### config.mk
export PLATFORM = sky130hd
export DESIGN_NAME = cu_vertex_engine
export DESIGN_NICKNAME = d
export VERILOG_FILES = /design/src/capi_pkg.sv /design/src/cu_pkg.sv /design/src/cu_vertex_engine.sv
export VERILOG_INCLUDE_DIRS = /design/src
export SDC_FILE = /design/constraint.sdc
export NUM_CORES = 1
export LEC_CHECK = 0
export CORE_UTILIZATION = 30
export DETAILED_ROUTE_END_ITERATION = 12
export DONT_BUFFER_PORTS = 1
export GPL_ROUTABILITY_DRIVEN = 0
export MAX_ROUTING_LAYER = met4
export PLACE_DENSITY = 0.54
export SKIP_LAST_GASP = 1
export SLEW_MARGIN = 20
export SYNTH_ARGS = -nofsm -noshare
export SYNTH_HDL_FRONTEND = slang
export SYNTH_SLANG_ARGS = --single-unit
### constraint.sdc
create_clock -name clock -period 4.65 [get_ports clock]
set_input_delay 0.465 -clock clock [delete_from_list [all_inputs] [get_ports clock]]
set_output_delay 0.465 -clock clock [all_outputs]
set_load 0.01 [all_outputs]
### src/cu_consts.svh
`ifndef CU_CONSTS_SVH
`define CU_CONSTS_SVH

// Engine count and field widths.
`define CU_NUM_CU 2
`define CU_TAG_W 4
`define CU_ADDR_W 32
`define CU_VID_W 16

// APB register byte offsets.
`define CU_REG_CTRL 32'h00
`define CU_REG_COUNT 32'h04
`define CU_REG_RBASE 32'h08
`define CU_REG_WBASE 32'h0C
`define CU_REG_STATUS 32'h10
`define CU_REG_DONE_CNT 32'h14

`endif

### src/capi_pkg.sv
`default_nettype none

`include "cu_consts.svh"

package capi_pkg;

	typedef logic [31:0] label_t;

	// Low half is the vertex label, high half the neighbour label.
	typedef struct packed {
		label_t high;
		label_t low;
	} data_line_t;

	typedef struct packed {
		logic valid;
		logic [`CU_TAG_W-1:0] tag;
		logic [`CU_ADDR_W-1:0] address;
	} read_command_t;

	typedef struct packed {
		logic valid;
		logic [`CU_TAG_W-1:0] tag;
		logic [`CU_ADDR_W-1:0] address;
		data_line_t data;
	} write_command_t;

	// Tag carries the engine index.
	typedef struct packed {
		logic valid;
		logic [`CU_TAG_W-1:0] tag;
	} response_t;

endpackage

`default_nettype wire

### src/cu_pkg.sv
`default_nettype none

`include "cu_consts.svh"

package cu_pkg;

	typedef struct packed {
		logic valid;
		logic [`CU_VID_W-1:0] vid;
	} vertex_job_t;

	typedef struct packed {
		logic [`CU_VID_W-1:0] count;
		logic [`CU_ADDR_W-1:0] read_base;
		logic [`CU_ADDR_W-1:0] write_base;
	} job_config_t;

	typedef enum logic [1:0] {
		SEQ_IDLE,
		SEQ_ISSUE,
		SEQ_DRAIN,
		SEQ_DONE
	} seq_state_t;

endpackage

`default_nettype wire

### src/cu_vertex_engine.sv
`default_nettype none

`include "cu_consts.svh"

module cu_vertex_engine #(
	parameter int index = 0
) (
	input wire logic clock,
	input wire logic rstn,
	input cu_pkg::vertex_job_t job,
	output logic job_ready,
	input wire logic [`CU_ADDR_W-1:0] read_base,
	input wire logic [`CU_ADDR_W-1:0] write_base,
	output logic read_request,
	output capi_pkg::read_command_t read_command,
	input wire logic read_grant,
	input wire logic read_response,
	input capi_pkg::data_line_t read_data,
	output logic write_request,
	output capi_pkg::write_command_t write_command,
	input wire logic write_grant,
	input wire logic write_response,
	output logic complete
);

	import capi_pkg::*;

	typedef enum logic [2:0] {
		ENG_IDLE,
		ENG_READ,
		ENG_READ_WAIT,
		ENG_WRITE,
		ENG_WRITE_WAIT
	} eng_state_t;

	eng_state_t state;
	logic [`CU_VID_W-1:0] vid;
	label_t min_label;
	logic [`CU_ADDR_W-1:0] line_offset;

	// Each vertex owns one 8-byte line.
	assign line_offset = `CU_ADDR_W'(vid) << 3;

	assign job_ready = (state == ENG_IDLE);
	assign read_request = (state == ENG_READ);
	assign write_request = (state == ENG_WRITE);
	assign complete = (state == ENG_WRITE_WAIT) && write_response;

	always_comb begin
		read_command.valid = read_request;
		read_command.tag = `CU_TAG_W'(index);
		read_command.address = read_base + line_offset;
		write_command.valid = write_request;
		write_command.tag = `CU_TAG_W'(index);
		write_command.address = write_base + line_offset;
		write_command.data.high = '0;
		write_command.data.low = min_label;
	end

	always_ff @(posedge clock or negedge rstn) begin
		if (!rstn) begin
			state <= ENG_IDLE;
		end else begin
			case (state)
				ENG_IDLE: if (job.valid) state <= ENG_READ;
				ENG_READ: if (read_grant) state <= ENG_READ_WAIT;
				ENG_READ_WAIT: if (read_response) state <= ENG_WRITE;
				ENG_WRITE: if (write_grant) state <= ENG_WRITE_WAIT;
				ENG_WRITE_WAIT: if (write_response) state <= ENG_IDLE;
				default: state <= ENG_IDLE;
			endcase
		end
	end

	// Vertex id and result.
	always_ff @(posedge clock) begin
		if (state == ENG_IDLE && job.valid) begin
			vid <= job.vid;
		end
		if (state == ENG_READ_WAIT && read_response) begin
			min_label <= (read_data.low < read_data.high) ? read_data.low : read_data.high;
		end
	end

endmodule

`default_nettype wire

==> run_results.csv <==
group,metric,value,unit
routing,num_vias,3828,
logic_synthesis,synth_top_area_frac,0.277,
global_routing,grt.overflow.total,0,
worst_hold_path,hold_depth,0,
critical_path,critical_path_class,"reg2out",
global_routing,grt_usage,0.145,
routing,viasPerCell,5.08,
floorplanning,die_width,134,um
global_routing,antenna_found_initial,0,
critical_path,path_delay_family,"compound AO/OA/AOI/OAI gates",
timing,setup_viol,0,
finish,drive_gt1_frac,0.0974,
clock_network,cts_buffers,5,
placement,dp_hpwl,11.2,mm
worst_hold_path,worstHoldStart,"job[8]",
power,internal_power,1.15,mW
logic_synthesis,muxShareOfSynthArea,0.0907,
logic_synthesis,synth-seq-cells,51,
placement,dp_cells,745,
critical_path,worstPathRequired,4.18,ns
placement,dp_slack,0.828,ns
floorplanning,num_rows,47,
critical_path,r2r_start,"state[0]",
routing,routedWlPerCell,17.4,um
floorplanning,dieArea,17900,um^2
critical_path,path_buf_inv,0,
logic_synthesis,yosys-top-cells-count,"ha_1 (63), buf_4 (48), edfxtp_1 (48), nand2_1 (40), inv_1 (39)",
critical_path,cp_max_fo,5,
logic_synthesis,synth-compound-area-share,0.133,
logic_synthesis,synth_fa_ha_area_frac,0.159,
logic_synthesis,yosysMostFrequentCell,"ha_1",
clock_network,cts_root_buffer,"clkbuf_16",
worst_hold_path,hold_end,"vid[8]",
timing,tightest_slew,0.805,ns
logic_synthesis,synth.distinct_cells,55,
power,seqPwrFrac,0.350,
placement,port_buffers,0,
timing,finalHoldViolCount,0,
critical_path,cp_slowest_cell,"a211oi_1",
status,outcome,"completed",
power,clkPwrFrac,0.205,
floorplanning,coreArea,16800,um^2
routing,first_iter_violations,156,
floorplanning,pin_count,293,
logic_synthesis,ys_top_cells_by_area,"edfxtp_1 (28%), ha_1 (15%), mux2_4 (8.6%), buf_4 (6.9%), xnor2_1 (5.0%)",
clock_network,htreeDepth,2,
timing,min_period_over_period,0.871,
power,vdd.ir_drop.worst,0.139,mV
critical_path,slowest_delay,0.58,ns
floorplanning,die_h,134,um
logic_synthesis,synth_top_family_by_area,"adder cells",
routing,routed_wl,13.1,mm
clock_network,clock_path_buffers,2,
logic_synthesis,netlist_area,5210,um^2
critical_path,r2r_slack,2.67,ns
global_routing,grt_pass1_wl,19.6,mm
timing,holdWs,0.255,ns
clock_network,cts_sinks,51,
critical_path,start_kind,"flop",
logic_synthesis,synth-xor-area-share,0.0823,
worst_hold_path,hold_class,"in2reg",
timing,fmax,0.247,GHz
finish,nets,749,
power,p_switching,0.832,mW
timing,rsz0062_at_grt,"false",
finish,antenna_cells,0,
critical_path,crit_arrival,3.58,ns
routing,ant_nets,0,
global_routing,grt_max_degree,33,
flow_run,drv_cap,0,
logic_synthesis,ys.flop_type,"edfxtp_1",
power,powerDensity,366,nW/um^2
logic_synthesis,ys_warn_count,0,
routing,drt_first_pass_iters,5,
power,switching_share,0.419,
power,power.combinational.fraction,0.445,
clock_network,post_cts_buffers,0,
clock_network,cts_tree,"built",
logic_synthesis,synth_top_area_cell,"edfxtp_1",
finish,area_delta_synth_final,4.10,%
clock_network,clk_pin_slew_worst_paths,0.08,ns
timing,period_minus_slack,4.05,ns
global_routing,grt_pass1_vias,3899,
power,total_leakage_power,2.35,nW
timing,final.setup.tns,0,ns
logic_synthesis,syn_area_per_cell,9.71,um^2
critical_path,worstPathCellList,"ha_1 -> fa_1 -> a21o_1 -> a221oi_1 -> o221ai_1 -> a211oi_1 -> nor2_1 -> nand4_1 -> xnor2_1",
timing,slew_headroom,0.462,
logic_synthesis,ys_async_sr_fraction,0.0588,
logic_synthesis,synth-simple-area-share,0.138,
logic_synthesis,synth_cells,537,
critical_path,reg2regPathDepth,2,
logic_synthesis,yosysSeqAreaShare,0.291,
critical_path,r2r_end,"vid[12]",
routing,drc_errors,0,
timing,fin_ws,0.602,ns
finish,instances_no_fill,754,
timing,maxSlewViolCount,0,
finish,fillers,1732,
critical_path,end_kind,"primary output",
timing,finalClockSkew,0.00427,ns
clock_network,clk_latency,0.30,ns
floorplanning,initial_utilization,0.311,
logic_synthesis,synth_edf_count,48,
layout by cell type, fill, tap and decap left out, types with 2 or more instances in the layout:
cell type and n:
ha_1 63, edfxtp_1 48, nand2_1 40, conb_1 40, inv_1 39, nor2_1 33, a21oi_1 32, xnor2_1 30
mux2_4 30, o21ai_0 22, xor2_1 19, nand3_1 18, and3_1 11, nor3_1 8, a211oi_1 7, nand4_1 7
a21o_1 7, nand2b_1 6, o21a_1 5, nor2b_1 5, clkbuf_16 5, nor3b_1 4, a21boi_0 3, and2_1 3
and4_1 3, buf_4 3, dfrtp_1 3, o2111ai_1 2, a31oi_1 2, a211o_1 2, a2111oi_4 2, a221oi_2 2
a221oi_1 2, o211ai_1 2, a31o_2 2, fa_1 2, inv_6 2
power by group through the flow:
stage	clock network (mW)	registers, mW	logic (mW)
floorplan	0	0.673	0.773
global placement	0	0.705	0.861
detailed placement	0	0.707	0.886
CTS	0.428	0.698	0.889
global route	0.442	0.706	0.978
finish	0.408	0.695	0.883
per-stage QoR:
step | instance area [um^2] | total power [mW] | util
floorplan | 5360 | 1.45 | -
global placement | 5260 | 1.57 | 0.314
detailed placement | 5260 | 1.59 | 0.314
CTS | 5430 | 2.02 | 0.324
global route | 5430 | 2.13 | 0.324
finish | 5430 | 1.99 | 0.324
sequential cells by signal, summed over array words and instances (netlist names):
register	cells
min_label	32
state	3
vid	16
routing by layer:
| layer | track usage | vias to the layer above | part of all wire |
|---|---|---|---|
| li1 | - | 1844 | - |
| met1 | 0.147 | 1794 | 0.36 |
| met2 | 0.249 | 173 | 0.51 |
| met3 | 0.0676 | 17 | 0.12 |
| met4 | 0.0379 | 0 | 0.016 |
| met5 | - | - | 0 |
cell type report:
type,count,area [um^2],area share
Inverter,39,146,0.0270
Clock inverter,3,33.8,0.00623
Clock buffer,5,125,0.0231
Tap cell,220,275,0.0507
Multi-Input combinational cell,432,3300,0.608
Sequential cell,51,1520,0.279
Timing Repair Buffer,4,32.5,0.00599
worst max-delay path by stage:
stage / from / endpoint / slack, ns / cells after the start
CTS: vid[0] / read_command[31] / 0.52 / 9
global placement: read_base[3] / read_command[31] / 0.99 / 9
floorplan: state[0] / min_label[0] / 0.22 / 2
global route: vid[0] / read_command[31] / 0.25 / 9
finish: vid[0] / read_command[31] / 0.60 / 9
detailed placement: read_base[3] / read_command[31] / 0.83 / 9
timing repair:
| action | in CTS | in global routing |
|---|---|---|
| hold buffers | 1 | 0 |
| endpoints found under the hold margin | 3 | 0 |
| gates resized for setup | 0 | 0 |
logic make-up (layout without fill, tap and decap cells):
group,Yosys count,count (layout)
AO/OA/AOI/OAI,101,101
adder cells (fa/ha/maj),65,65
other,1,40
buffers and inverters,93,51
multiplexers,32,32
flip-flops,51,51
XOR/XNOR,49,49
AND/OR/NAND/NOR,145,145
(Power assumes the default switching activity.)
