==> config.mk <==
export PLATFORM = sky130hd
export DESIGN_NAME = cu_job_sequencer
export DESIGN_NICKNAME = d
export VERILOG_FILES = /design/src/cu_pkg.sv /design/src/cu_job_sequencer.sv /design/src/cu_vertex_counter.sv
export VERILOG_INCLUDE_DIRS = /design/src
export SDC_FILE = /design/constraint.sdc
export NUM_CORES = 1
export LEC_CHECK = 0
export BUFFER_PORTS_ARGS = -buffer_cell sky130_fd_sc_hd__buf_4
export CAP_MARGIN = 5
export CELL_PAD_IN_SITES_DETAIL_PLACEMENT = 0
export CELL_PAD_IN_SITES_GLOBAL_PLACEMENT = 1
export CORE_UTILIZATION = 31
export DETAILED_ROUTE_END_ITERATION = 7
export PLACE_DENSITY = 0.87
export SYNTH_ARGS = -nofsm -noshare
export SYNTH_HDL_FRONTEND = slang
export SYNTH_SLANG_ARGS = --single-unit
==> constraint.sdc <==
create_clock -name clock -period 2.6 [get_ports clock]
set_input_delay 0.52 -clock clock [delete_from_list [all_inputs] [get_ports clock]]
set_output_delay 0.52 -clock clock [all_outputs]
set_load 0.01 [all_outputs]
==> src/cu_consts.svh <==
`ifndef CU_CONSTS_SVH
`define CU_CONSTS_SVH

// Engine count and field widths.
`define CU_NUM_CU 2
`define CU_TAG_W 4
`define CU_ADDR_W 32
`define CU_VID_W 16

// APB register byte offsets.
`define CU_REG_CTRL 32'h00
`define CU_REG_COUNT 32'h04
`define CU_REG_RBASE 32'h08
`define CU_REG_WBASE 32'h0C
`define CU_REG_STATUS 32'h10
`define CU_REG_DONE_CNT 32'h14

`endif

==> src/cu_pkg.sv <==
`default_nettype none

`include "cu_consts.svh"

package cu_pkg;

	typedef struct packed {
		logic valid;
		logic [`CU_VID_W-1:0] vid;
	} vertex_job_t;

	typedef struct packed {
		logic [`CU_VID_W-1:0] count;
		logic [`CU_ADDR_W-1:0] read_base;
		logic [`CU_ADDR_W-1:0] write_base;
	} job_config_t;

	typedef enum logic [1:0] {
		SEQ_IDLE,
		SEQ_ISSUE,
		SEQ_DRAIN,
		SEQ_DONE
	} seq_state_t;

endpackage

`default_nettype wire

==> src/cu_job_sequencer.sv <==
`default_nettype none

`include "cu_consts.svh"

module cu_job_sequencer #(
	parameter int num_cu = `CU_NUM_CU
) (
	input wire logic clock,
	input wire logic rstn,
	input wire logic start,
	input cu_pkg::job_config_t job_config,
	output cu_pkg::vertex_job_t [num_cu-1:0] job,
	input wire logic [num_cu-1:0] job_ready,
	input wire logic [num_cu-1:0] complete,
	output logic busy,
	output logic done,
	output logic [`CU_VID_W-1:0] done_count
);

	import cu_pkg::*;

	seq_state_t state;
	logic launch;
	logic dispatch;
	logic all_issued;
	logic all_done;
	logic [`CU_VID_W-1:0] issued_count;
	logic [num_cu-1:0] sel;

	assign launch = start && (state == SEQ_IDLE);
	assign dispatch = (state == SEQ_ISSUE) && !all_issued && (|job_ready);
	assign busy = (state != SEQ_IDLE);

	cu_vertex_counter #(.num_cu(num_cu)) u_counter (
		.clock(clock),
		.rstn(rstn),
		.clear(launch),
		.issue(dispatch),
		.complete(complete),
		.target(job_config.count),
		.issued_count(issued_count),
		.completed_count(done_count),
		.all_issued(all_issued),
		.all_done(all_done)
	);

	// Lowest-indexed free engine takes the next id.
	always_comb begin
		logic found;
		found = 1'b0;
		sel = '0;
		for (int i = 0; i < num_cu; i++) begin
			if (job_ready[i] && !found) begin
				sel[i] = 1'b1;
				found = 1'b1;
			end
		end
		for (int i = 0; i < num_cu; i++) begin
			job[i].valid = dispatch & sel[i];
			job[i].vid = issued_count;
		end
	end

	always_ff @(posedge clock or negedge rstn) begin
		if (!rstn) begin
			state <= SEQ_IDLE;
			done <= 1'b0;
		end else begin
			case (state)
				SEQ_IDLE: if (start) begin
					done <= 1'b0;
					state <= (job_config.count == '0) ? SEQ_DONE : SEQ_ISSUE;
				end
				SEQ_ISSUE: if (all_issued) state <= SEQ_DRAIN;
				SEQ_DRAIN: if (all_done) state <= SEQ_DONE;
				SEQ_DONE: begin
					done <= 1'b1;
					state <= SEQ_IDLE;
				end
				default: state <= SEQ_IDLE;
			endcase
		end
	end

endmodule

`default_nettype wire

==> src/cu_vertex_counter.sv <==
`default_nettype none

`include "cu_consts.svh"

module cu_vertex_counter #(
	parameter int num_cu = `CU_NUM_CU
) (
	input wire logic clock,
	input wire logic rstn,
	input wire logic clear,
	input wire logic issue,
	input wire logic [num_cu-1:0] complete,
	input wire logic [`CU_VID_W-1:0] target,
	output logic [`CU_VID_W-1:0] issued_count,
	output logic [`CU_VID_W-1:0] completed_count,
	output logic all_issued,
	output logic all_done
);

	logic [`CU_VID_W-1:0] finished;

	// Engines finishing this cycle.
	always_comb begin
		finished = '0;
		for (int i = 0; i < num_cu; i++) begin
			finished = finished + `CU_VID_W'(complete[i]);
		end
	end

	always_ff @(posedge clock or negedge rstn) begin
		if (!rstn) begin
			issued_count <= '0;
			completed_count <= '0;
		end else if (clear) begin
			issued_count <= '0;
			completed_count <= '0;
		end else begin
			if (issue) begin
				issued_count <= issued_count + `CU_VID_W'(1);
			end
			completed_count <= completed_count + finished;
		end
	end

	assign all_issued = (issued_count == target);
	assign all_done = (completed_count == target);

endmodule

`default_nettype wire

==> results.md <==
| Result | Value |
| --- | --- |
| Highest net fanout along the worst path | 7 |
| Post-detailed-placement cell area | 2959 um^2 |
| Proportion of power drawn by flip-flops and latches | 39.2% |
| Number of antenna cells inserted | 0 |
| Filler Cells Inserted | 734 |
| Fin Clk Skew | 0.005532 ns |
| Internal power of the cells | 1.175 mW |
| Root cell of the clock tree | clkbuf_8 |
| Resized cells post-CTS | 0 |
| Number of antenna violations at the first check in global routing | 0 |
| Worst hold slack across all endpoints | 0.1740 ns |
| Total power per unit cell area | 625.2 nW/um^2 |
| Max_slew headroom | 51.21% |
| Cell Chain, Critical Path | xor2_1, nor4_1, nand4_1, and3_1, buf_4 |
| Type of the tightest min-delay check | in2async |
| Deepest level of the CTS H-tree | 2 |
| Netlist cell types | 34 |
| Worst-margin pin slew | 0.7241 ns |
| CTS tree | built |
| Reported max-cap violation count | 0 |
| Total routing usage reported by global routing | 15.81% |
| Drt via density | 5.211 |
| Area growth, synth to finish | 25.65% |
| Horiz. Die Dim | 90.35 um |
| Number of failing hold endpoints at the final stage | 0 |
| Clock network fraction of design power | 20.2% |
| Die Span Y | 90.35 um |
| Number of buffers and inverters on the critical path | 1 |
| Final core utilization | 41.04% |
| Leakage power total | 1.427 nW |
| Max-slew violation count | 0 |
| Number of warnings printed during yosys synthesis | 0 |
| Most common library cell in the layout ignoring fill and taps | buf_4 |
| Post-layout instance area | 3040 um^2 |
| Maximum clock path buffer count | 2 |
| Wire length of the first global-routing pass | 10,220 um |
| Routed Antenna Nets | 0 |
| Placement Rows | 31 |
| Buffers inserted by post-CTS timing repair | 0 |
| Hold Buf Count CTS | 0 |
| Via count of the first global-routing pass | 2,007 |
| Number of design-rule violations left by the first detailed-router iteration | 190 |
| # DRC | 0 |
| Maximum number of pins on one net before global-route repair | 36 |
| Setup repair after global routing missed its margin | no |
| Cell count after synthesis | 262 |
| Inserted Clock Buffers | 5 |
| Proportion of synthesized chip area in sequential cells | 36.19% |
| Number of cells on the critical path | 5 |
| Net count after synthesis | 359 |
| Final HPWL from detailed placement | 4888 um |
| Reported net switching power | 726.2 uW |
| Worst vdd ir | 0.4413 mV |
| Proportion of layout cells with a drive suffix above 1 | 26.40% |
| Area of the core region | 7408 um^2 |
| Initial core utilization | 32.66% |
| Total wire length | 6393 um |
| Period Utilization, post-route | 94.95% |
| Ports | 139 |
| Setup Crit Path Kind | reg2out |
| Data arrival at the endpoint of the critical path | 1.95 ns |
| Clock transition at the register clock pins on the worst setup and hold paths after CTS | 0.07 ns |
| Final estimated routing congestion in global placement | 0.9535 |
| TritonCTS Sinks | 35 |
| Cell Area, Synth | 2420 um^2 |
| Cell family with most CP delay | simple AND/OR/NAND/NOR gates |
| Final-report setup violation count | 0 |
| Critical path's largest stage delay | 0.47 ns |
| Critical-path cell with the highest stage delay | dfrtp_1 |
| Data required time of the critical path | 2.08 ns |
| Clock latency on the worst-skew pair | 0.29 ns |
| Cell depth of the worst flop-to-flop path | 5 |
| Combinational power share | 40.6% |
| Proportion of total power due to net switching | 38.21% |
| Die Outline Area | 8163 um^2 |
| Run status | finished clean |
| Time the worst path needs with I/O delays and setup | 2.469 ns |
| Kind of capture point of the worst setup path | output port |
| Via total after detailed routing | 2,194 |
| Startpoint Class | flop |
| Flops & latches, synth | 35 |
| Routed wire length per instance | 15.19 um |
| Overflow after GRT | 0 |
| Count of input and output buffers | 74 |
| Number of nets in the final layout | 418 |
| Highest achievable clock rate | 405.1 MHz |
| Length of the first detailed-routing pass in iterations | 4 |
| Post-route setup TNS | 0 ns |
| Leading cell types in the layout, fill and taps excluded | 78 x buf_4, 35 x dfrtp_1, 25 x xor2_1, 20 x xnor2_1, 19 x nor2_1 |
| Avg Inst Size Synth | 9.236 um^2 |
| Design Power | 1.901 mW |
worst paths after layout:
check / slack [ns] / end / start
max: 0.13 / job[16] / u_counter.issued_count[10]$_DFFE_PN0P_
min: 0.17 / u_counter.completed_count[13]$_DFF_PN0_ / rstn
max reg2reg: 0.61 / state[1]$_DFFE_PN0P_ / u_counter.issued_count[10]$_DFFE_PN0P_
min reg2reg: 0.54 / done$_DFFE_PN0P_ / done$_DFFE_PN0P_
max in group asynchronous: 2.11 / u_counter.issued_count[9]$_DFFE_PN0P_ / rstn
min in group clock: 0.54 / done$_DFFE_PN0P_ / done$_DFFE_PN0P_
registers in the layout, indices dropped and copies added (netlist names):
register                   count
u_counter.completed_count     16
state                          2
done                           1
u_counter.issued_count        16
power groups by stage:
stage	Sequential [mW]	Clock [mW]	Combinational, mW
global placement	0.755	0	0.756
detailed placement	0.758	0	0.777
floorplan	0.761	0	0.452
global route	0.761	0.420	0.857
CTS	0.748	0.389	0.783
finish	0.744	0.385	0.772
metal layers:
layer	GRT usage [%]	part of all wire, %
met4	3.763	0.67
met5	0	0
met1	21.29	45
met3	3.535	6.5
met2	25.70	48
final cells by class:
class | instances | area, um^2 | area share (%)
Multi-Input combinational cell | 194 | 1348 | 44.32
Sequential cell | 35 | 875.8 | 28.81
Timing Repair Buffer | 78 | 585.6 | 19.26
Tap cell | 99 | 123.9 | 4.074
Clock buffer | 7 | 76.32 | 2.510
Inverter | 7 | 26.28 | 0.8642
Clock inverter | 1 | 5.005 | 0.1646
stage by stage:
step                std cells  worst slack, ns
global route              421         0.005546
global placement          413           0.2641
finish                    421           0.1314
detailed placement        413           0.2652
floorplan                 262           0.5102
CTS                       421           0.1171
Yosys cell counts:
| library cell | number | share of area (%) |
|---|---|---|
| a21o_1 | 1 | 0.31 |
| a21oi_1 | 14 | 2.9 |
| a32oi_1 | 1 | 0.36 |
| and2_1 | 4 | 1.0 |
| and3_1 | 6 | 1.6 |
| and3b_1 | 1 | 0.36 |
| and4_1 | 3 | 1.1 |
| and4_4 | 1 | 0.47 |
| buf_2 | 1 | 0.21 |
| buf_4 | 17 | 5.3 |
| buf_6 | 1 | 0.47 |
| clkbuf_1 | 7 | 1.1 |
| dfrtp_1 | 35 | 36 |
| fa_1 | 1 | 0.83 |
| ha_1 | 9 | 4.7 |
| inv_1 | 7 | 1.1 |
| mux2i_1 | 3 | 1.2 |
| nand2_1 | 14 | 2.2 |
| nand2b_1 | 6 | 1.6 |
| nand3_1 | 11 | 2.3 |
| nand4_1 | 11 | 2.8 |
| nor2_1 | 19 | 2.9 |
| nor3_1 | 2 | 0.41 |
| nor3b_1 | 1 | 0.31 |
| nor4_1 | 9 | 2.3 |
| o211ai_1 | 1 | 0.31 |
| o21ai_0 | 4 | 0.83 |
| o311ai_0 | 3 | 1.1 |
| o31ai_1 | 9 | 2.8 |
| o41ai_1 | 4 | 1.4 |
| or3_1 | 2 | 0.52 |
| or4_1 | 9 | 2.8 |
| xnor2_1 | 20 | 7.2 |
| xor2_1 | 25 | 9.0 |
cell families (layout without fill, tap and decap cells):
logic type      count (synthesis)  after routing  synth area share (%)
compound gates                 37             37                 10.03
xor+xnor                       45             45                 16.29
fa+ha+maj                      10             10                 5.481
buf+inv                        33             93                 8.118
flops                          35             35                 36.19
mux                             3              3                 1.241
simple gates                   99             99                 22.65
(Power assumes the default switching activity.)
