==> config.mk <==
export PLATFORM = sky130hd
export DESIGN_NAME = cu_apb_regs
export DESIGN_NICKNAME = d
export VERILOG_FILES = /design/src/cu_pkg.sv /design/src/cu_apb_regs.sv
export VERILOG_INCLUDE_DIRS = /design/src
export SDC_FILE = /design/constraint.sdc
export NUM_CORES = 1
export LEC_CHECK = 0
export BUFFER_PORTS_ARGS = -buffer_cell sky130_fd_sc_hd__buf_2
export CORE_AREA = 2 2 96 98
export CTS_BUF_LIST = sky130_fd_sc_hd__clkbuf_2 sky130_fd_sc_hd__clkbuf_4 sky130_fd_sc_hd__clkbuf_8
export DETAILED_ROUTE_END_ITERATION = 10
export DIE_AREA = 0 0 98 100
export PLACE_DENSITY = 0.8
export SLEW_MARGIN = 10
export SYNTH_ARGS = -nofsm -noshare
export SYNTH_HDL_FRONTEND = slang
export SYNTH_SLANG_ARGS = --single-unit
==> constraint.sdc <==
create_clock -name clock -period 3.1 [get_ports clock]
set_input_delay 0.62 -clock clock [delete_from_list [all_inputs] [get_ports clock]]
set_output_delay 0.62 -clock clock [all_outputs]
set_load 0.01 [all_outputs]
==> src/cu_consts.svh <==
`ifndef CU_CONSTS_SVH
`define CU_CONSTS_SVH

// Engine count and field widths.
`define CU_NUM_CU 2
`define CU_TAG_W 4
`define CU_ADDR_W 32
`define CU_VID_W 16

// APB register byte offsets.
`define CU_REG_CTRL 32'h00
`define CU_REG_COUNT 32'h04
`define CU_REG_RBASE 32'h08
`define CU_REG_WBASE 32'h0C
`define CU_REG_STATUS 32'h10
`define CU_REG_DONE_CNT 32'h14

`endif

==> src/cu_pkg.sv <==
`default_nettype none

`include "cu_consts.svh"

package cu_pkg;

	typedef struct packed {
		logic valid;
		logic [`CU_VID_W-1:0] vid;
	} vertex_job_t;

	typedef struct packed {
		logic [`CU_VID_W-1:0] count;
		logic [`CU_ADDR_W-1:0] read_base;
		logic [`CU_ADDR_W-1:0] write_base;
	} job_config_t;

	typedef enum logic [1:0] {
		SEQ_IDLE,
		SEQ_ISSUE,
		SEQ_DRAIN,
		SEQ_DONE
	} seq_state_t;

endpackage

`default_nettype wire

==> src/cu_apb_regs.sv <==
`default_nettype none

`include "cu_consts.svh"

module cu_apb_regs (
	input wire logic clock,
	input wire logic rstn,
	input wire logic psel,
	input wire logic penable,
	input wire logic pwrite,
	input wire logic [`CU_ADDR_W-1:0] paddr,
	input wire logic [31:0] pwdata,
	output logic [31:0] prdata,
	output logic pready,
	output logic pslverr,
	output cu_pkg::job_config_t job_config,
	output logic start,
	input wire logic busy,
	input wire logic done,
	input wire logic [`CU_VID_W-1:0] done_count
);

	logic access;
	logic mapped;

	assign access = psel & penable;
	assign pready = 1'b1;
	assign pslverr = access & ~mapped;

	// Read mux and address decode.
	always_comb begin
		prdata = '0;
		mapped = 1'b1;
		case (paddr)
			`CU_REG_CTRL: prdata = '0;
			`CU_REG_COUNT: prdata = {{(32 - `CU_VID_W){1'b0}}, job_config.count};
			`CU_REG_RBASE: prdata = job_config.read_base;
			`CU_REG_WBASE: prdata = job_config.write_base;
			`CU_REG_STATUS: prdata = {30'b0, done, busy};
			`CU_REG_DONE_CNT: prdata = {{(32 - `CU_VID_W){1'b0}}, done_count};
			default: mapped = 1'b0;
		endcase
	end

	always_ff @(posedge clock or negedge rstn) begin
		if (!rstn) begin
			job_config <= '0;
			start <= 1'b0;
		end else begin
			start <= 1'b0;
			if (access && pwrite) begin
				case (paddr)
					// Start is dropped while a job runs.
					`CU_REG_CTRL: start <= pwdata[0] & ~busy;
					`CU_REG_COUNT: job_config.count <= pwdata[`CU_VID_W-1:0];
					`CU_REG_RBASE: job_config.read_base <= pwdata;
					`CU_REG_WBASE: job_config.write_base <= pwdata;
					default: ;
				endcase
			end
		end
	end

endmodule

`default_nettype wire

==> results of run 1 <==
-- logic make-up after synthesis --
family | Yosys count | synth area share, %
buf+inv | 23 | 3.532
compound gates | 27 | 4.111
mux | 121 | 32.16
other cells | 1 | 0.09126
simple gates | 69 | 10.78
flops | 81 | 49.33
-- stage by stage --
step / instances / util [%] / setup slack, ps
after floorplan: 322 / - / 385.4
after global placement: 625 / 58.71 / 332.7
after detailed placement: 625 / 58.71 / 292.2
after CTS: 641 / 60.58 / 291.7
after global routing: 641 / 60.58 / 138.7
final: 641 / 60.58 / 291.1
-- report_power, final --
group	internal (mW)	leakage (nW)	total (mW)	switching, mW
Clock	0.294	0.0852	0.659	0.365
Sequential	1.06	1.13	1.06	0.00000000178
Combinational	0.0649	1.89	0.151	0.0859
Total	1.41	3.11	1.87	0.451
-- synthesized netlist by cell type --
master    number
a221o_1        1
nor4_4         1
a22oi_1        7
and2_1        14
o22ai_1        7
a21oi_1        3
or4_1          1
nand2_1        2
nand4b_4       1
dfrtp_1       81
and2b_2        1
buf_6          7
nor3_1         3
buf_2          2
nor2_1        21
nor4b_4        2
nor2b_1        2
mux2_2        87
buf_1          4
clkbuf_1       9
nand4b_1       1
nand4_1        2
mux2_1         1
buf_4          1
nand2b_1       2
a211oi_1       1
and3_1         2
o21ai_0        8
nor4_2         1
nand3_1        8
nor4b_1        1
nor4_1         4
mux2i_1       33
conb_1         1
-- how the worst min path moves through the flow --
stage / depth (start not counted) / start / endpoint
after floorplan: 0 / rstn / job_config[0]$_DFFE_PN0P_
after global placement: 1 / job_config[7]$_DFFE_PN0P_ / job_config[7]$_DFFE_PN0P_
after detailed placement: 1 / job_config[64]$_DFFE_PN0P_ / job_config[64]$_DFFE_PN0P_
after CTS: 1 / rstn / job_config[66]$_DFFE_PN0P_
after global routing: 2 / pwdata[23] / job_config[55]$_DFFE_PN0P_
final: 1 / rstn / job_config[66]$_DFFE_PN0P_
-- cell type report --
class                           instances  area [um2]
Multi-Input combinational cell        218        1937
Clock buffer                           10       131.4
Timing Repair Buffer                  215        1116
Fill cell                             753        3505
Sequential cell                        81        2027
Clock inverter                          6       35.03
Tap cell                              111       138.9
-- layer usage --
metal	wire [um]	vias to the layer above	track usage (%)
met2	5628	135	40.31
met4	142	0	5.556
li1	-	1574	-
met3	670	12	4.944
met5	0	-	0
met1	4659	1662	28.69
-- registers in the layout, indices dropped and copies added, names as in the netlist --
name / flops
start: 1
job_config: 80
==> impl_metrics.prom, run 1 <==
# TYPE chip_impl_metric gauge
chip_impl_metric{name="detail_route.iter0.violations",unit=""} 76
chip_impl_info{name="start_kind",value="input pin"} 1
chip_impl_metric{name="pin_count",unit=""} 202
chip_impl_metric{name="clock-sinks",unit=""} 81
chip_impl_metric{name="hold_bufs_at_cts",unit=""} 0
chip_impl_metric{name="worst_r2r_path_depth",unit=""} 1
chip_impl_metric{name="clk_latency",unit="ps"} 320
chip_impl_metric{name="leakage",unit="nW"} 3.112
chip_impl_info{name="run_status",value="complete, no violations"} 1
chip_impl_metric{name="worst-endpoint-required",unit="ps"} 2480
chip_impl_info{name="largest_cells_by_area_after_synthesis",value="dfrtp_1 49%, mux2_2 24%, mux2i_1 8.0%"} 1
chip_impl_metric{name="post-layout-total-power",unit="mW"} 1.866
chip_impl_metric{name="netlist_area",unit="mm2"} 0.004109
chip_impl_info{name="crit-reg2reg-launch",value="job_config[63]$_DFFE_PN0P_"} 1
chip_impl_info{name="final_common_cell",value="buf_2"} 1
chip_impl_metric{name="rows",unit=""} 35
chip_impl_metric{name="power-per-cell-area",unit="mW/mm2"} 346.4
chip_impl_metric{name="worst-slew-pin-transition",unit="ps"} 998.0
chip_impl_info{name="critical_path_destination",value="prdata[0]"} 1
chip_impl_metric{name="htreeDepth",unit=""} 3
chip_impl_metric{name="start_util",unit="%"} 46.22
chip_impl_metric{name="floorplan.die.width",unit="um"} 98
chip_impl_info{name="worst_path_max_delay_cell",value="or4_1"} 1
chip_impl_info{name="startpoint",value="paddr[12]"} 1
chip_impl_metric{name="share_of_yosys_cell_area_claimed_by_the_top_area_cell_type",unit="%"} 49.33
chip_impl_info{name="clockRootBuffer",value="clkbuf_8"} 1
chip_impl_metric{name="design.die.area",unit="mm2"} 0.009800
chip_impl_metric{name="number_of_inserted_diodes",unit=""} 0
chip_impl_metric{name="floorplan.core_area",unit="mm2"} 0.008890
chip_impl_metric{name="design.final.nets",unit=""} 612
chip_impl_metric{name="finalCriticalPeriod",unit="ps"} 2809
chip_impl_info{name="rsz0062_at_grt",value="no"} 1
chip_impl_metric{name="place_area",unit="mm2"} 0.005219
chip_impl_info{name="most_used_cells_in_the_layout_excluding_fill_and_tap_cells",value="199 x buf_2, 87 x mux2_2, 81 x dfrtp_1"} 1
chip_impl_metric{name="avgRoutedWirePerCell",unit="um"} 17.32
chip_impl_metric{name="number_of_antenna_violations_at_the_first_check_in_global_routing",unit=""} 0
chip_impl_metric{name="clk_pin_slew_worst_setup_hold_paths",unit="ps"} 80
chip_impl_metric{name="cp_num_buf_inv",unit=""} 3
chip_impl_metric{name="via_per_inst",unit=""} 5.278
chip_impl_metric{name="ctsResizeCount",unit=""} 0
chip_impl_metric{name="timing.max_cap.violations",unit=""} 0
chip_impl_metric{name="min_period_over_period",unit="%"} 90.61
chip_impl_info{name="netlist.top_cell.by_area",value="dfrtp_1"} 1
chip_impl_metric{name="number_of_unique_standard_cell_types_used_by_synthesis",unit=""} 34
chip_impl_metric{name="final_max_slew_viol_count",unit=""} 0
chip_impl_metric{name="syn_nets",unit=""} 409
chip_impl_metric{name="syn-instance-count",unit=""} 322
chip_impl_info{name="worstSetupPathType",value="input pin to primary output"} 1
chip_impl_metric{name="drt_drc_violations_left",unit=""} 0
chip_impl_metric{name="area.growth.synth_to_final",unit="%"} 31.06
chip_impl_metric{name="postRouteAntennaNets",unit=""} 0
chip_impl_metric{name="syn_area_per_cell",unit="um2"} 12.76
chip_impl_metric{name="routabilityCongestion",unit=""} 0.8199
chip_impl_metric{name="clock_skew",unit="ps"} 0
chip_impl_metric{name="all_layer_global_routing_usage",unit="%"} 22.80
chip_impl_metric{name="grt_first_pass_wirelength",unit="um"} 17800
chip_impl_info{name="capture_point_of_the_worst_reg_to_reg_path",value="job_config[63]$_DFFE_PN0P_"} 1
chip_impl_metric{name="via_count",unit=""} 3383
chip_impl_info{name="crit_chain",value="buf_2, or4_1, nand4b_4, nor2_1, buf_4, and3_1, buf_2"} 1
chip_impl_metric{name="cpPeakStageDelay",unit="ps"} 530
chip_impl_metric{name="final_hold_viols",unit=""} 0
chip_impl_metric{name="fmaxAchievable",unit="MHz"} 356.0
chip_impl_metric{name="clock_tree.buffer_depth",unit=""} 2
chip_impl_metric{name="floorplan.die.height",unit="um"} 100
chip_impl_metric{name="number_of_buffers_added_on_ports",unit=""} 200
chip_impl_metric{name="detail_route.first_pass.iterations",unit=""} 4
chip_impl_info{name="cp_common_cell",value="buf_2"} 1
chip_impl_metric{name="critical_path_depth",unit=""} 7
chip_impl_metric{name="irDropWorstVdd",unit="V"} 0.0001923
chip_impl_metric{name="synth_sequential_area_ratio",unit="%"} 49.33
chip_impl_metric{name="globalRoute.totalOverflow",unit=""} 0
chip_impl_metric{name="setup-violations-final",unit=""} 0
chip_impl_metric{name="fin_setup_tns",unit="ps"} 0
chip_impl_metric{name="worst-endpoint-arrival",unit="ps"} 2190
chip_impl_metric{name="hold_ws",unit="ps"} 449.4
chip_impl_metric{name="vias_in_the_first_global_route",unit=""} 3439
chip_impl_metric{name="timing.slew.headroom",unit="%"} 33.46
chip_impl_metric{name="synth_seq_cells",unit=""} 81
chip_impl_metric{name="r2r_slack",unit="ps"} 2290
chip_impl_metric{name="drive_gt1_share",unit="%"} 61.13
chip_impl_metric{name="post-cts-setup-buffer-count",unit=""} 0
chip_impl_metric{name="cts_inserted_buffers",unit=""} 9
chip_impl_metric{name="dp.final_hpwl",unit="um"} 8266
chip_impl_info{name="crit_family",value="simple AND/OR/NAND/NOR gates"} 1
chip_impl_info{name="end_kind",value="primary output"} 1
chip_impl_metric{name="crit_path_max_fanout",unit=""} 17
chip_impl_info{name="cts_tree",value="built"} 1
chip_impl_metric{name="largest_net_degree_at_the_start_of_global_routing",unit=""} 82
chip_impl_metric{name="synth_warnings",unit=""} 0
chip_impl_metric{name="final_area",unit="mm2"} 0.005385
chip_impl_metric{name="routed_wire_length",unit="um"} 11100
chip_impl_info{name="hold_path.class",value="input pin to asynchronous set/reset pin"} 1
Note: power is estimated with default switching activity, not from simulation.
==> run 2: changes to the inputs <==
--- a/config.mk
+++ b/config.mk
@@ -6,12 +6,13 @@
 export SDC_FILE = /design/constraint.sdc
 export NUM_CORES = 1
 export LEC_CHECK = 0
+export ABC_CLOCK_PERIOD_IN_PS = 3100
 export BUFFER_PORTS_ARGS = -buffer_cell sky130_fd_sc_hd__buf_2
 export CORE_AREA = 2 2 96 98
 export CTS_BUF_LIST = sky130_fd_sc_hd__clkbuf_2 sky130_fd_sc_hd__clkbuf_4 sky130_fd_sc_hd__clkbuf_8
 export DETAILED_ROUTE_END_ITERATION = 10
 export DIE_AREA = 0 0 98 100
-export PLACE_DENSITY = 0.8
+export PLACE_DENSITY = 0.87
 export SLEW_MARGIN = 10
 export SYNTH_ARGS = -nofsm -noshare
 export SYNTH_HDL_FRONTEND = slang
==> impl_metrics.prom, run 2 (same netlist as run 1, synthesis figures left out) <==
# TYPE chip_impl_metric gauge
chip_impl_info{name="run_status",value="complete, no violations"} 1
chip_impl_metric{name="htreeDepth",unit=""} 3
chip_impl_metric{name="detail_route.iter0.violations",unit=""} 61
chip_impl_metric{name="worst-slew-pin-transition",unit="ps"} 996.0
chip_impl_metric{name="floorplan.core_area",unit="mm2"} 0.008890
chip_impl_metric{name="crit_path_max_fanout",unit=""} 13
chip_impl_metric{name="final_hold_viols",unit=""} 0
chip_impl_metric{name="clock_skew",unit="ps"} 0
chip_impl_info{name="crit-reg2reg-launch",value="job_config[28]$_DFFE_PN0P_"} 1
chip_impl_info{name="end_kind",value="primary output"} 1
chip_impl_metric{name="clk_pin_slew_worst_setup_hold_paths",unit="ps"} 80
chip_impl_info{name="cts_tree",value="built"} 1
chip_impl_metric{name="hold_bufs_at_cts",unit=""} 0
chip_impl_metric{name="post-layout-total-power",unit="mW"} 2.059
chip_impl_metric{name="via_per_inst",unit=""} 5.260
chip_impl_metric{name="r2r_slack",unit="ps"} 2300
chip_impl_metric{name="drive_gt1_share",unit="%"} 60.98
chip_impl_info{name="clockRootBuffer",value="clkbuf_8"} 1
chip_impl_metric{name="fin_setup_tns",unit="ps"} 0
chip_impl_metric{name="pin_count",unit=""} 202
chip_impl_metric{name="avgRoutedWirePerCell",unit="um"} 17.59
chip_impl_metric{name="all_layer_global_routing_usage",unit="%"} 22.99
chip_impl_metric{name="area.growth.synth_to_final",unit="%"} 32.49
chip_impl_metric{name="final_max_slew_viol_count",unit=""} 0
chip_impl_metric{name="clock_tree.buffer_depth",unit=""} 2
chip_impl_metric{name="power-per-cell-area",unit="mW/mm2"} 378.3
chip_impl_metric{name="largest_net_degree_at_the_start_of_global_routing",unit=""} 82
chip_impl_metric{name="leakage",unit="nW"} 3.132
chip_impl_metric{name="postRouteAntennaNets",unit=""} 0
chip_impl_metric{name="power.internal",unit="mW"} 1.597
chip_impl_metric{name="place_area",unit="mm2"} 0.005216
chip_impl_metric{name="switching_power",unit="uW"} 462.1
chip_impl_metric{name="finalCriticalPeriod",unit="ps"} 2807
chip_impl_metric{name="drt_drc_violations_left",unit=""} 0
chip_impl_metric{name="rows",unit=""} 35
chip_impl_metric{name="clk_latency",unit="ps"} 330
chip_impl_metric{name="via_count",unit=""} 3361
chip_impl_info{name="rsz0062_at_grt",value="no"} 1
chip_impl_metric{name="irDropWorstVdd",unit="V"} 0.0002017
chip_impl_metric{name="clock-sinks",unit=""} 81
chip_impl_info{name="most_used_cells_in_the_layout_excluding_fill_and_tap_cells",value="199 x buf_2, 87 x mux2_2, 81 x dfrtp_1"} 1
chip_impl_metric{name="setup-violations-final",unit=""} 0
chip_impl_metric{name="routabilityCongestion",unit=""} 0.9138
chip_impl_metric{name="number_of_antenna_violations_at_the_first_check_in_global_routing",unit=""} 0
chip_impl_metric{name="floorplan.die.width",unit="um"} 98
chip_impl_info{name="hold_path.class",value="input pin to asynchronous set/reset pin"} 1
chip_impl_metric{name="dp.final_hpwl",unit="um"} 8460
chip_impl_metric{name="design.die.area",unit="mm2"} 0.009800
chip_impl_info{name="regMostFlops",value="job_config"} 1
chip_impl_info{name="worstSetupPathType",value="input pin to primary output"} 1
chip_impl_metric{name="number_of_inserted_diodes",unit=""} 0
chip_impl_info{name="crit_chain",value="buf_2, or4_1, nand4b_4, nor2_1, buf_4, and3_1, buf_2"} 1
chip_impl_metric{name="timing.slew.headroom",unit="%"} 33.60
chip_impl_metric{name="detail_route.first_pass.iterations",unit=""} 4
chip_impl_info{name="start_kind",value="input pin"} 1
chip_impl_metric{name="design.final.nets",unit=""} 610
chip_impl_metric{name="largest_register_ff_count",unit=""} 80
chip_impl_metric{name="floorplan.die.height",unit="um"} 100
chip_impl_metric{name="min_period_over_period",unit="%"} 90.55
chip_impl_metric{name="start_util",unit="%"} 46.22
chip_impl_metric{name="power_frac_seq",unit="%"} 51.3
chip_impl_metric{name="fmaxAchievable",unit="MHz"} 356.3
chip_impl_info{name="largestRegisters",value="job_config: 80 flops, start: 1 flops"} 1
chip_impl_metric{name="vias_in_the_first_global_route",unit=""} 3477
chip_impl_metric{name="timing.max_cap.violations",unit=""} 0
chip_impl_info{name="startpoint",value="paddr[12]"} 1
chip_impl_metric{name="ctsResizeCount",unit=""} 0
chip_impl_info{name="final_common_cell",value="buf_2"} 1
chip_impl_info{name="cp_common_cell",value="buf_2"} 1
chip_impl_info{name="capture_point_of_the_worst_reg_to_reg_path",value="job_config[28]$_DFFE_PN0P_"} 1
chip_impl_metric{name="netSwitchingFraction",unit="%"} 22.44
chip_impl_metric{name="routed_wire_length",unit="um"} 11240
chip_impl_info{name="critical_path_destination",value="prdata[0]"} 1
chip_impl_metric{name="power.share.combinational",unit="%"} 7.3
chip_impl_metric{name="clock_power_share",unit="%"} 41.5
chip_impl_metric{name="grt_first_pass_wirelength",unit="um"} 17570
chip_impl_metric{name="worst-endpoint-required",unit="ps"} 2480
chip_impl_metric{name="worst-endpoint-arrival",unit="ps"} 2190
chip_impl_metric{name="worst_r2r_path_depth",unit=""} 1
chip_impl_info{name="worst_path_max_delay_cell",value="or4_1"} 1
chip_impl_metric{name="globalRoute.totalOverflow",unit=""} 0
chip_impl_metric{name="final_area",unit="mm2"} 0.005444
chip_impl_metric{name="filler_cell_count",unit=""} 718
chip_impl_metric{name="cts_inserted_buffers",unit=""} 9
chip_impl_metric{name="post-cts-setup-buffer-count",unit=""} 0
chip_impl_metric{name="cpPeakStageDelay",unit="ps"} 530
chip_impl_metric{name="number_of_buffers_added_on_ports",unit=""} 200
-- run 2: changes by cell type in the layout (fill, tap and decap cells not counted), sizes merged --
cell,delta
bufinv,+2
clkinv,-2
buf,-2
clkinvlp,-1
inv,+1
-- run 2: layout make-up --
| cell class | instances | area (um2) | area share [%] |
|---|---|---|---|
| Clock inverter | 6 | 90.09 | 1.655 |
| Clock buffer | 10 | 137.6 | 2.528 |
| Multi-Input combinational cell | 218 | 1937 | 35.58 |
| Timing Repair Buffer | 213 | 1114 | 20.46 |
| Sequential cell | 81 | 2027 | 37.23 |
| Tap cell | 111 | 138.9 | 2.551 |
-- run 2: per-stage QoR --
stage	worst slack (ps)	utilization, %	instances	hold slack [ps]
after CTS	282.0	61.24	639	463.2
after global placement	321.9	58.68	623	506.5
after detailed placement	282.9	58.68	623	506.3
after floorplan	385.4	-	322	324.4
after global routing	175.2	61.24	639	498.6
final	293.0	61.24	639	448.1
-- run 2: how the worst min path moves through the flow --
stage,startpoint,slack (ps),depth (start not counted),to
after global placement,job_config[6]$_DFFE_PN0P_,510,1,job_config[6]$_DFFE_PN0P_
final,rstn,450,1,job_config[66]$_DFFE_PN0P_
after CTS,rstn,460,1,job_config[2]$_DFFE_PN0P_
after floorplan,rstn,320,0,job_config[0]$_DFFE_PN0P_
after global routing,pwdata[23],500,2,job_config[23]$_DFFE_PN0P_
after detailed placement,job_config[6]$_DFFE_PN0P_,510,1,job_config[6]$_DFFE_PN0P_
-- run 2: power by group through the flow --
stage | clock network, mW | registers, mW | logic [mW]
floorplan | 0 | 1.08 | 0.0542
global placement | 0 | 1.08 | 0.145
global route | 0.932 | 1.06 | 0.166
detailed placement | 0 | 1.08 | 0.151
CTS | 0.880 | 1.06 | 0.151
finish | 0.854 | 1.06 | 0.150
-- run 2: worst max-delay path, delay by kind of cell --
kind | cells | cell delay, ps
AND/OR/NAND/NOR | 4 | 1140
buffers and inverters | 3 | 420
-- run 2: metal layers --
metal  GRT usage [%]  share of wire [%]  wire length [um]  up-vias
met2           40.31                 51              5725      154
li1                -                  -                 -     1572
met5               0                  0                 0        -
met3           3.760                5.6               625       22
met1           28.10                 41              4633     1613
met4           10.15                2.3               254        0
==> run 3: changes to the inputs <==
--- a/config.mk
+++ b/config.mk
@@ -13,6 +13,7 @@
 export DETAILED_ROUTE_END_ITERATION = 10
 export DIE_AREA = 0 0 98 100
 export PLACE_DENSITY = 0.87
+export RECOVER_POWER = 25
 export SLEW_MARGIN = 10
 export SYNTH_ARGS = -nofsm -noshare
 export SYNTH_HDL_FRONTEND = slang
==> impl_metrics.prom, run 3 (same netlist as run 1, synthesis figures left out) <==
# TYPE chip_impl_metric gauge
chip_impl_metric{name="irDropWorstVdd",unit="V"} 0.0002017
chip_impl_metric{name="floorplan.core_area",unit="mm2"} 0.008890
chip_impl_metric{name="place_worst_setup_slack",unit="ps"} 282.9
chip_impl_info{name="rsz0062_at_grt",value="no"} 1
chip_impl_metric{name="final_max_slew_viol_count",unit=""} 82
chip_impl_metric{name="leakage",unit="nW"} 3.131
chip_impl_metric{name="final_util",unit="%"} 61.21
chip_impl_metric{name="number_of_buffers_added_on_ports",unit=""} 200
chip_impl_metric{name="grt_first_pass_wirelength",unit="um"} 17570
chip_impl_metric{name="routed_wire_length",unit="um"} 11240
chip_impl_metric{name="clk_pin_slew_worst_setup_hold_paths",unit="ps"} 90
chip_impl_metric{name="pin_count",unit=""} 202
chip_impl_info{name="clockRootBuffer",value="clkbuf_8"} 1
chip_impl_metric{name="hold_bufs_at_cts",unit=""} 0
chip_impl_metric{name="worst-slew-pin-transition",unit="ps"} 1964
chip_impl_metric{name="clock_skew",unit="ps"} 0
chip_impl_metric{name="routabilityCongestion",unit=""} 0.9138
chip_impl_info{name="final_common_cell",value="buf_2"} 1
chip_impl_metric{name="floorplan.die.width",unit="um"} 98
chip_impl_metric{name="cts_inserted_buffers",unit=""} 9
chip_impl_metric{name="fin_setup_tns",unit="ps"} 0
chip_impl_metric{name="via_per_inst",unit=""} 5.260
chip_impl_info{name="regMostFlops",value="job_config"} 1
chip_impl_metric{name="globalRoute.totalOverflow",unit=""} 0
chip_impl_metric{name="timing.max_cap.violations",unit=""} 1
chip_impl_metric{name="finalWorstSetupSlack",unit="ps"} 293.0
chip_impl_metric{name="start_util",unit="%"} 46.22
chip_impl_info{name="most_used_cells_in_the_layout_excluding_fill_and_tap_cells",value="199 x buf_2, 87 x mux2_2, 81 x dfrtp_1"} 1
chip_impl_info{name="hold_path.class",value="input pin to flip-flop"} 1
chip_impl_metric{name="detail_route.first_pass.iterations",unit=""} 4
chip_impl_metric{name="min_period_over_period",unit="%"} 90.55
chip_impl_metric{name="number_of_inserted_diodes",unit=""} 0
chip_impl_metric{name="clk_latency",unit="ps"} 330
chip_impl_info{name="run_status",value="finished with violations"} 1
chip_impl_metric{name="worst-endpoint-arrival",unit="ps"} 2190
chip_impl_metric{name="dp.final_hpwl",unit="um"} 8460
chip_impl_metric{name="via_count",unit=""} 3361
chip_impl_metric{name="ctsResizeCount",unit=""} 0
chip_impl_info{name="largestRegisters",value="job_config: 80 flops, start: 1 flops"} 1
chip_impl_metric{name="drive_gt1_share",unit="%"} 60.98
chip_impl_metric{name="timing.slew.headroom",unit="%"} -30.90
chip_impl_metric{name="design.die.area",unit="mm2"} 0.009800
chip_impl_info{name="violated_checks",value="capacitance limit, slew limit"} 1
chip_impl_metric{name="number_of_antenna_violations_at_the_first_check_in_global_routing",unit=""} 0
chip_impl_metric{name="drt_drc_violations_left",unit=""} 0
chip_impl_metric{name="post-cts-setup-buffer-count",unit=""} 0
chip_impl_metric{name="rows",unit=""} 35
chip_impl_metric{name="all_layer_global_routing_usage",unit="%"} 22.99
chip_impl_metric{name="finalCriticalPeriod",unit="ps"} 2807
chip_impl_metric{name="area.growth.synth_to_final",unit="%"} 32.43
chip_impl_metric{name="setup-violations-final",unit=""} 0
chip_impl_metric{name="clock_tree.buffer_depth",unit=""} 2
chip_impl_metric{name="hold_ws",unit="ps"} 520.8
chip_impl_metric{name="clock-sinks",unit=""} 81
chip_impl_metric{name="largest_register_ff_count",unit=""} 80
chip_impl_metric{name="worst-endpoint-required",unit="ps"} 2480
chip_impl_info{name="start_kind",value="input pin"} 1
chip_impl_metric{name="design.final.nets",unit=""} 610
chip_impl_metric{name="crit_path_max_fanout",unit=""} 13
chip_impl_metric{name="floorplan.die.height",unit="um"} 100
chip_impl_metric{name="postRouteAntennaNets",unit=""} 0
chip_impl_info{name="worstSetupPathType",value="input pin to primary output"} 1
chip_impl_metric{name="vias_in_the_first_global_route",unit=""} 3477
chip_impl_metric{name="detail_route.iter0.violations",unit=""} 61
chip_impl_metric{name="largest_net_degree_at_the_start_of_global_routing",unit=""} 82
chip_impl_metric{name="fmaxAchievable",unit="MHz"} 356.3
chip_impl_info{name="cts_tree",value="built"} 1
chip_impl_metric{name="power-per-cell-area",unit="mW/mm2"} 378.4
chip_impl_metric{name="avgRoutedWirePerCell",unit="um"} 17.59
chip_impl_info{name="end_kind",value="primary output"} 1
chip_impl_metric{name="htreeDepth",unit=""} 3
chip_impl_metric{name="final_hold_viols",unit=""} 0
-- run 3: layout make-up --
type                            count  area, um2
Fill cell                         719       3448
Tap cell                          111      138.9
Multi-Input combinational cell    218       1937
Clock inverter                      6      90.09
Timing Repair Buffer              213       1111
Sequential cell                    81       2027
Clock buffer                       10      137.6
-- run 3: worst max-delay path: stages --
cell and delay, ps:
buf_2 90, or4_1 530, nand4b_4 270, nor2_1 180, buf_4 210, and3_1 160
buf_2 120
-- run 3: per-layer routing --
metal  vias to the layer above  wire [um]  GRT usage, %
met5                         -          0             0
met1                      1613       4631         28.10
met4                         0        254         10.15
li1                       1572          -             -
met3                        22        627         3.760
met2                       154       5726         40.31
-- run 3: power by group --
group | switching, mW | internal (mW)
sequential | 0.00000000184 | 1.06
clock | 0.376 | 0.478
combinational | 0.0864 | 0.0632
-- run 3: stage by stage --
stage / instances / power (mW) / instance area, um2
finish: 639 / 2.059 / 5441
global route: 639 / 2.153 / 5441
CTS: 639 / 2.087 / 5444
detailed placement: 623 / 1.227 / 5216
global placement: 623 / 1.222 / 5216
floorplan: 322 / 1.131 / 4109
-- run 3: path summary, 6_finish.rpt --
check,from,to,slack (ps),depth (start not counted)
setup reg to reg,job_config[28]$_DFFE_PN0P_,job_config[28]$_DFFE_PN0P_,2300,1
hold reg to reg,job_config[12]$_DFFE_PN0P_,job_config[12]$_DFFE_PN0P_,530,1
min in group asynchronous,rstn,job_config[66]$_DFFE_PN0P_,830,1
max in group asynchronous,rstn,job_config[17]$_DFFE_PN0P_,1120,1
setup / recovery,paddr[12],prdata[0],290,7
hold / removal,pwdata[23],job_config[23]$_DFFE_PN0P_,520,2
